[src/verilog/video_pkg.sv]
package video_pkg;

   // Colour channel geometry
   localparam int COMP_W = 8;
   localparam int N_CHAN = 3;

   // One colour channel value
   typedef logic [COMP_W-1:0] component_t;

   // RGB pixel, red in the top byte, blue in the bottom byte
   typedef logic [N_CHAN*COMP_W-1:0] pixel_t;

   // Inversion mask
   // bit 2 red, bit 1 green, bit 0 blue
   typedef logic [N_CHAN-1:0] chan_mask_t;

   // One pixel-clock beat of the video stream, 27 bits
   typedef struct packed {
      logic   hs;
      logic   vs;
      logic   de;
      pixel_t pixel;
   } video_beat_t;

   // Beat plus frame-start marker
   // sof is set on the beat where vs rises
   typedef struct packed {
      video_beat_t beat;
      logic        sof;
   } stage_beat_t;

   // Board status bits
   typedef struct packed {
      logic lock;
      logic frame_toggle;
   } video_status_t;

endpackage

[src/verilog/video_in_stage.sv]
`timescale 1ns/1ps

module video_in_stage
   import video_pkg::*;
#(
   parameter int CNT_W = 12
) (
   input  logic             clk_i,
   input  logic             reset_i,
   input  video_beat_t      vid_i,
   output stage_beat_t      beat_o,
   output logic [CNT_W-1:0] width_o,
   output logic [CNT_W-1:0] height_o,
   output logic             lock_o
);

   // Width and height counter type
   typedef logic [CNT_W-1:0] cnt_t;

   stage_beat_t beat_r;

   logic vs_rise;
   logic de_start;
   logic de_end;

   cnt_t run_cnt;
   cnt_t last_run;
   cnt_t line_cnt;
   cnt_t new_width;
   cnt_t new_height;
   cnt_t width_r;
   cnt_t height_r;
   logic lock_r;

   // Edges of the incoming stream against the previous registered beat
   assign vs_rise  = vid_i.vs & ~beat_r.beat.vs;
   assign de_start = vid_i.de & ~beat_r.beat.de;
   assign de_end   = ~vid_i.de & beat_r.beat.de;

   // Size of the frame that ends here
   // a de run still open at the vs edge counts as the last line
   assign new_width  = beat_r.beat.de ? run_cnt : last_run;
   assign new_height = line_cnt;

   // Input register, one cycle of latency
   always_ff @(posedge clk_i) begin
      if (reset_i) begin
         beat_r <= '0;
      end else begin
         beat_r.beat <= vid_i;
         beat_r.sof  <= vs_rise;
      end
   end

   // Pixels in the current de run
   always_ff @(posedge clk_i) begin
      if (reset_i) begin
         run_cnt  <= '0;
         last_run <= '0;
      end else begin
         if (de_start) begin
            run_cnt <= cnt_t'(1);
         end else if (vid_i.de) begin
            run_cnt <= run_cnt + cnt_t'(1);
         end
         // Keep the length of the run that just closed
         if (de_end) begin
            last_run <= run_cnt;
         end
      end
   end

   // De runs in the current frame
   always_ff @(posedge clk_i) begin
      if (reset_i) begin
         line_cnt <= '0;
      end else if (vs_rise) begin
         // New frame, a run starting on the same beat is its first line
         line_cnt <= de_start ? cnt_t'(1) : '0;
      end else if (de_start) begin
         line_cnt <= line_cnt + cnt_t'(1);
      end
   end

   // Publish size at frame start, lock on two equal non-zero sizes
   always_ff @(posedge clk_i) begin
      if (reset_i) begin
         width_r  <= '0;
         height_r <= '0;
         lock_r   <= 1'b0;
      end else if (vs_rise) begin
         width_r  <= new_width;
         height_r <= new_height;
         lock_r   <= (new_width == width_r) && (new_height == height_r) &&
                     (new_width != '0) && (new_height != '0);
      end
   end

   assign beat_o   = beat_r;
   assign width_o  = width_r;
   assign height_o = height_r;
   assign lock_o   = lock_r;

endmodule

[src/verilog/channel_invert.sv]
`timescale 1ns/1ps

module channel_invert
   import video_pkg::*;
(
   input  logic        clk_i,
   input  logic        reset_i,
   input  stage_beat_t beat_i,
   input  chan_mask_t  sw_i,
   output video_beat_t beat_o
);

   chan_mask_t  mask_r;
   chan_mask_t  mask_sel;
   pixel_t      pix_inv;
   video_beat_t beat_r;

   // Frame mask, taken once per frame so a frame never tears
   always_ff @(posedge clk_i) begin
      if (reset_i) begin
         mask_r <= '0;
      end else if (beat_i.sof) begin
         mask_r <= sw_i;
      end
   end

   // First beat of a frame already uses the new switch value
   assign mask_sel = beat_i.sof ? sw_i : mask_r;

   // Per-channel inversion
   // channel 2 is red in the top byte
   always_comb begin
      for (int c = 0; c < N_CHAN; c++) begin
         pix_inv[c*COMP_W +: COMP_W] = beat_i.beat.pixel[c*COMP_W +: COMP_W] ^
                                       {COMP_W{mask_sel[c]}};
      end
   end

   // Output register with syncs and enable kept in step
   always_ff @(posedge clk_i) begin
      if (reset_i) begin
         beat_r <= '0;
      end else begin
         beat_r.hs    <= beat_i.beat.hs;
         beat_r.vs    <= beat_i.beat.vs;
         beat_r.de    <= beat_i.beat.de;
         beat_r.pixel <= pix_inv;
      end
   end

   assign beat_o = beat_r;

endmodule

[src/verilog/video_out_stage.sv]
`timescale 1ns/1ps

module video_out_stage
   import video_pkg::*;
(
   input  logic          clk_i,
   input  logic          reset_i,
   input  video_beat_t   beat_i,
   input  logic          lock_i,
   input  logic          sof_i,
   output video_beat_t   vid_o,
   output video_status_t status_o
);

   pixel_t blank_pix;
   logic   sof_d;

   // Pixel bits forced to zero outside the active area
   assign blank_pix = beat_i.de ? beat_i.pixel : '0;

   // Output register
   always_ff @(posedge clk_i) begin
      if (reset_i) begin
         vid_o <= '0;
      end else begin
         vid_o.hs    <= beat_i.hs;
         vid_o.vs    <= beat_i.vs;
         vid_o.de    <= beat_i.de;
         vid_o.pixel <= blank_pix;
      end
   end

   // Sof comes from the input stage
   // one register lines it up with beat_i after the inversion stage
   always_ff @(posedge clk_i) begin
      if (reset_i) begin
         sof_d <= 1'b0;
      end else begin
         sof_d <= sof_i;
      end
   end

   // Heartbeat flips as the first beat of a frame leaves
   always_ff @(posedge clk_i) begin
      if (reset_i) begin
         status_o <= '0;
      end else begin
         status_o.lock <= lock_i;
         if (sof_d) begin
            status_o.frame_toggle <= ~status_o.frame_toggle;
         end
      end
   end

endmodule

[src/verilog/video_pipe_top.sv]
`timescale 1ns/1ps

module video_pipe_top
   import video_pkg::*;
#(
   parameter int CNT_W = 12
) (
   input  logic             clk_i,
   input  logic             reset_i,
   input  video_beat_t      vid_i,
   input  chan_mask_t       sw_i,
   output video_beat_t      vid_o,
   output video_status_t    status_o,
   output logic [CNT_W-1:0] active_width_o,
   output logic [CNT_W-1:0] active_height_o
);

   // Between input stage and inversion
   stage_beat_t in_beat;
   logic        in_lock;

   // Between inversion and output stage
   video_beat_t inv_beat;

   // Register, frame start and size measurement
   video_in_stage #(
      .CNT_W(CNT_W)
   ) i_video_in_stage (
      .clk_i(clk_i),
      .reset_i(reset_i),
      .vid_i(vid_i),
      .beat_o(in_beat),
      .width_o(active_width_o),
      .height_o(active_height_o),
      .lock_o(in_lock)
   );

   // Switch-selected channel inversion
   channel_invert i_channel_invert (
      .clk_i(clk_i),
      .reset_i(reset_i),
      .beat_i(in_beat),
      .sw_i(sw_i),
      .beat_o(inv_beat)
   );

   // Blanking, output register and status
   video_out_stage i_video_out_stage (
      .clk_i(clk_i),
      .reset_i(reset_i),
      .beat_i(inv_beat),
      .lock_i(in_lock),
      .sof_i(in_beat.sof),
      .vid_o(vid_o),
      .status_o(status_o)
   );

endmodule

[config.mk]
export PLATFORM = sky130hd
export DESIGN_NAME = video_pipe_top
export DESIGN_NICKNAME = d
export VERILOG_FILES = /design/src/verilog/video_pkg.sv /design/src/verilog/video_in_stage.sv /design/src/verilog/channel_invert.sv /design/src/verilog/video_out_stage.sv /design/src/verilog/video_pipe_top.sv
export SDC_FILE = /design/constraint.sdc
export NUM_CORES = 1
export LEC_CHECK = 0
export ABC_AREA = 1
export BUFFER_PORTS_ARGS = -buffer_cell sky130_fd_sc_hd__buf_2
export CAP_MARGIN = 25
export CORE_ASPECT_RATIO = 0.5
export CORE_MARGIN = 3
export CORE_UTILIZATION = 60
export DETAILED_ROUTE_END_ITERATION = 10
export PLACE_DENSITY = 0.91
export SYNTH_ARGS = -nofsm -noshare
export SYNTH_HDL_FRONTEND = slang
export SYNTH_SLANG_ARGS = --single-unit
[constraint.sdc]
create_clock -name clk_i -period 2.5 [get_ports clk_i]
set_input_delay 0 -clock clk_i [delete_from_list [all_inputs] [get_ports clk_i]]
set_output_delay 0 -clock clk_i [all_outputs]
set_load 0.005 [all_outputs]
; ---- After elaboration in Yosys (flattened, before gate mapping)
; Cells that the tools add are included.
[word_totals]
regBits = 149
input_bits = 32
out_inout_bits = 53
elab_cells = 55
[op_classes]
addsub = 2
eq_ne = 2
mux = 7
bitwise_logic = 11
n_reduce_logical = 9
[ops]
columns = cell, n
row1 = $mux W12, 3
row2 = $add A12 B1 Y12 const B, 2
row3 = $eq A12 B12 Y1, 2
row4 = $reduce_bool A12 Y1, 2
row5 = $xor A8 B8 Y8, 3
row6 = $not A1 Y1, 5
row7 = $reduce_bool A2 Y1, 2
row8 = $reduce_or A2 Y1, 2
row9 = $and A1 B1 Y1, 3
row10 = $logic_and A1 B1 Y1, 3
row11 = $mux W1, 3
row12 = $mux W3, 1

; ---- Longest topological paths before layout
[depth]
depth_word = 5
ltp_mapped = 11
depth_no_buf = 11

; ---- Cells and area by module
; Synthesis repeated with hierarchy kept, for this count alone.
[unflattened]
cells_unflattened = 812
area_unflattened_um2 = 5933.2
[modules_own_cells]
columns = module, n_inst, cells_per_inst, area_per_inst_um2
row1 = video_in_stage, 1, 533, 3797.4
row2 = channel_invert, 1, 184, 1263.7
row3 = video_out_stage, 1, 95, 872.1

; ---- Worst setup path after synthesis
; No wires, ideal clock.
[synth_timing]
kind = reg-to-reg
from = reg i_video_in_stage.line_cnt[0]
to = reg i_video_in_stage.line_cnt[10]
setup_time_ps = 113
arrival_time_ps = 1215
required_time_ps = 2387
setup_slack_ps = 1172
stages_incl_launch_ff = 9
period_less_slack_ps = 1328
path_cell_list = dfxtp_1 ha_1 inv_1 nor3_1 nand3_1 inv_1 nand4_1 nor2_1 nor2_1
[synth_via]
elab_chain_cells = 3
[synth_lines]
columns = element, line_no
row1 = "start, declared", video_in_stage.sv:28  ; cnt_t line_cnt;
row2 = "start signal, assigned", video_in_stage.sv:79  ; line_cnt <= de_start ? cnt_t'(1) : '0;
row3 = "start signal, assigned", video_in_stage.sv:81  ; line_cnt <= line_cnt + cnt_t'(1);
row4 = $add A12 B1 Y12, video_in_stage.sv:81
row5 = $mux W12, video_in_stage.sv:80  ; end else if (de_start) begin
row6 = $mux W12, video_in_stage.sv:77  ; end else if (vs_rise) begin
; Every way passes these cells. The select of a mux whose other input is x is not followed.
; A chain may end at the register's enable or synchronous reset.

; ---- Worst setup path in the final report
[layout_timing]
from = reg i_video_in_stage.beat_r (netlist bit i_video_in_stage.beat_o[25])
to = reg i_video_in_stage.line_cnt[10]
[layout_via]
elab_chain_cells = 3
[layout_lines]
columns = element, line_no
row1 = "start, declared", video_in_stage.sv:20  ; stage_beat_t beat_r;
row2 = $not A1 Y1, video_in_stage.sv:37  ; assign de_start = vid_i.de & ~beat_r.beat.de;
row3 = $and A1 B1 Y1, video_in_stage.sv:37
row4 = $reduce_bool A2 Y1 (no line), n/a
; Every way passes these cells.

==> run summary <==
For the leakage power total, the log shows 3.249 nW. In this run the remaining antenna-violating nets after routing total 0. The post-detailed-placement cell area was 5993 um2; the maximum buffer depth of the clock tree was 2. The initial core utilization came out at 0.6504.

The clock root buffer master was sky130_fd_sc_hd__clkbuf_16. For the worst setup path, the data required time is 2.85 ns. From left edge to right edge, the die measures 141.2 um. For the count of cells resized by post-cts repair, the log shows 0. The final layout contains routed wiring with a total length of 14280 um.

The internal portion of the total power is 4.111 mW. The run finished with clean final reports. The combinational share of power is 0.071. The maximum fanout count along the critical path is 16.

The run gives 0.458 as the portion of total power attributed to sequential cells. The height of the die is 73.60 um, and the clock sink count is 149. The number of hold buffers added after CTS was 33. The area overhead of the layout relative to synthesis works out to 26.17%. The sequential-to-total area share from yosys stat was 0.5439; the total track usage was 0.2809.

The tools report the number of antenna violations at the first check in global routing as 0. During synthesis, Yosys emitted a total of 0 warnings. The die covers 10390 um2. For this design the top-level I/O count stands at 85. The logs give 0 for the total count of hold-check failures in the final report and 5484 um2 for the mapped cell area. The number of clock buffers added by TritonCTS is 17. The tools report the DRC marker count from the first detailed-route iteration as 639. The logs give 0 ns for the setup total negative slack and 884 for the number of nets in the final layout.

Setup violations remaining at the end of the flow were counted as 0. The run gives 0.4633 as the normalized max-slew margin. Setup repair after global routing left no endpoint under its margin. STA classifies the critical path startpoint as a flip-flop. Worst hold path class: input port to flip-flop.

A synthesized cell averages 7.523 um2. STA classifies the critical path endpoint as a flip-flop. The clock-pin transition on the worst setup and hold timing paths came out at 0.06 ns. Across the run, the number of max-cap violations was 0. The most critical setup path has its startpoint at i_video_in_stage.beat_o[25]. The maximum level of the CTS H-tree was 4; the summed area of non-filler cells in the final layout was 6919 um2. The HPWL after detailed placement is 8566 um. Synthesis handed over a netlist of 729 instances. Using the TritonRoute via totals, the vias-per-cell ratio works out to 5.284. The worst-case vdd ir drop came out at 0.0005784 V. The critical path class was flip-flop to flip-flop.

For the maximum number of pins on one net before global-route repair, the log shows 33. The startpoint identified for the worst register-to-register timing path is i_video_in_stage.beat_o[25]. The total overflow left after global routing is 0.

The number of core rows was 23; the post-layout minimum cycle time was 1.774 ns. TritonCTS built the clock tree. The synthesized flop and latch total was 149; the average wire per cell in the routed design was 14.66 um. Once the clock tree was built, the setup fixing pass inserted 0 buffers. The region available for standard cell placement spans 8432 um2.

The layout has 498 filler cells. For the clock power share, the log shows 0.471. Port buffering added 84 buffers. The logs give 5 for the detailed-router iteration count before antenna repair and 24 for the count of cell types in the netlist. The latest clock arrival within the worst-skew pair is 0.42 ns, and the slew at the pin closest to its max-slew limit is 0.8042 ns. The net switching fraction of the power was 0.2468; the wire length of the first global-routing pass was 22800 um.

The areal power density over the cells was 788.8 nW/um2. Number of nets produced by synthesis: 764. At the end of routability-driven placement, the weighted congestion stood at 0.9077. Startpoint of the worst hold path: vid_i[0]. The via count of the first global-routing pass is 4832. The routed layout has 5147 vias. The repair_antennas step left the layout with diodes totalling 0. The share of the clock period used by the worst path after layout was 0.7097; the achievable frequency was 563.6 MHz. In this run the power spent charging and discharging nets is 1.347 mW. The final worst clock skew is 0.005757 ns, and the number of pins with negative max-slew slack in the final report is 0. The worst path setup slack after routing came out at 0.7257 ns. The tools report the worst-case hold slack as 0.3197 ns. The fraction of final layout cells with drive strength greater than 1 is 0.1450, and the worst slack at placement is 0.8775 ns.

For the worst setup path, the data arrival time is 2.13 ns. After detailed routing, the number of remaining DRC violations is 0.
-- cells by family (layout without fill, tap and decap cells) --
| kind of cell | Yosys count | count (layout) | share of synthesized area |
|---|---|---|---|
| adders and majority gates | 3 | 3 | 0.006845 |
| AOI/OAI and AO/OA | 134 | 134 | 0.1291 |
| xor gates and xnor gates | 3 | 3 | 0.004792 |
| buffers and inverters | 155 | 288 | 0.1093 |
| DFF | 149 | 149 | 0.5439 |
| and+or+nand+nor | 285 | 285 | 0.2060 |
-- layout by cell type, fill, tap and decap left out, drive strengths merged --
cell type,netlist,final
xnor2,3,3
nand3,24,24
o21ai,50,50
a31oi,1,1
buf,11,91
o22ai,21,21
clkbuf,12,18
bufinv,0,2
o21a,1,1
a21oi,58,58
ha,3,3
inv,131,138
nor2,104,104
nand4,5,5
clkinv,1,6
a211oi,3,3
dfxtp,149,149
nor3,10,10
nand2,142,142
dlygate4sd3,0,33
-- stage by stage --
step	utilization	cells	power, mW
global route	0.8206	974	5.625
global placement	0.7108	909	2.855
detailed placement	0.7108	909	2.869
finish	0.8206	974	5.458
CTS	0.8206	974	5.441
floorplan	-	729	2.764
-- routing by layer --
layer,track usage,vias up,part of all wire
met3,0.06892,46,0.093
li1,-,2514,-
met4,0.1203,0,0.031
met1,0.3370,2320,0.40
met2,0.4902,267,0.48
met5,0,-,0
-- power groups by stage --
stage | Combinational (mW) | Clock [mW] | Sequential (mW)
after detailed placement | 0.320 | 0 | 2.55
after CTS | 0.371 | 2.57 | 2.50
final | 0.386 | 2.57 | 2.50
after global placement | 0.310 | 0 | 2.54
after global routing | 0.429 | 2.69 | 2.51
after floorplan | 0.222 | 0 | 2.54
-- synth_stat cells --
| library cell | count | area, um2 |
|---|---|---|
| sky130_fd_sc_hd__dfxtp_1 | 149 | 2983 |
| sky130_fd_sc_hd__nand2_1 | 141 | 529.3 |
| sky130_fd_sc_hd__inv_1 | 130 | 488.0 |
| sky130_fd_sc_hd__nor2_1 | 103 | 386.6 |
| sky130_fd_sc_hd__a21oi_1 | 58 | 290.3 |
| sky130_fd_sc_hd__o21ai_0 | 50 | 250.2 |
| sky130_fd_sc_hd__nand3_1 | 24 | 120.1 |
| sky130_fd_sc_hd__o22ai_1 | 21 | 131.4 |
| sky130_fd_sc_hd__clkbuf_1 | 12 | 45.04 |
| sky130_fd_sc_hd__nor3_1 | 10 | 50.05 |
| sky130_fd_sc_hd__buf_2 | 5 | 25.02 |
| sky130_fd_sc_hd__nand4_1 | 5 | 31.28 |
| sky130_fd_sc_hd__buf_1 | 4 | 15.01 |
| sky130_fd_sc_hd__a211oi_1 | 3 | 22.52 |
| sky130_fd_sc_hd__ha_1 | 3 | 37.54 |
| sky130_fd_sc_hd__xnor2_1 | 3 | 26.28 |
| sky130_fd_sc_hd__a31oi_1 | 1 | 6.260 |
| sky130_fd_sc_hd__buf_4 | 1 | 7.510 |
| sky130_fd_sc_hd__buf_6 | 1 | 11.26 |
| sky130_fd_sc_hd__clkinv_1 | 1 | 3.750 |
| sky130_fd_sc_hd__inv_2 | 1 | 3.750 |
| sky130_fd_sc_hd__nand2_2 | 1 | 6.260 |
| sky130_fd_sc_hd__nor2_2 | 1 | 6.260 |
| sky130_fd_sc_hd__o21a_1 | 1 | 7.510 |
-- flip-flops by register name (all words and copies together), names as in the netlist --
name and cells:
i_channel_invert.mask_r 3, i_video_in_stage.last_run 12, i_video_in_stage.width_o 12, i_video_out_stage.vid_o 27
i_video_out_stage.sof_d 1, i_video_out_stage.status_o 2, i_video_in_stage.beat_o 28, i_channel_invert.beat_o 27
i_video_in_stage.line_cnt 12, i_video_in_stage.height_o 12, i_video_in_stage.lock_o 1, i_video_in_stage.run_cnt 12
-- layout make-up --
class                      count  area (um2)  share of cell area
sequential                   149        2983              0.4311
multi-input combinational    425        1902              0.2749
timing repair buffer         124       803.3              0.1161
inverter                     132       495.5             0.07161
clock buffer                  18       429.2             0.06203
clock inverter                14       166.4             0.02405
tap                          112       140.1             0.02025
-- critical path, stage by stage (launching register included) --
cell	delay, ns
sky130_fd_sc_hd__dfxtp_1	0.32
sky130_fd_sc_hd__buf_4	0.19
sky130_fd_sc_hd__inv_2	0.22
sky130_fd_sc_hd__nand2_2	0.18
sky130_fd_sc_hd__nand2_1	0.18
sky130_fd_sc_hd__nand3_1	0.15
sky130_fd_sc_hd__inv_1	0.11
sky130_fd_sc_hd__nand4_1	0.12
sky130_fd_sc_hd__nand2_1	0.10
sky130_fd_sc_hd__nand2_1	0.05
sky130_fd_sc_hd__nor2_1	0.08
-- final timing paths --
check	depth (start not counted)	to	slack (ns)
min reg2reg	2	i_video_out_stage.vid_o[25]	0.40
max	10	i_video_in_stage.line_cnt[10]	0.73
max reg2reg	10	i_video_in_stage.line_cnt[10]	0.73
min	4	i_video_in_stage.beat_o[1]	0.32
Note: power is estimated with default switching activity, not from simulation.
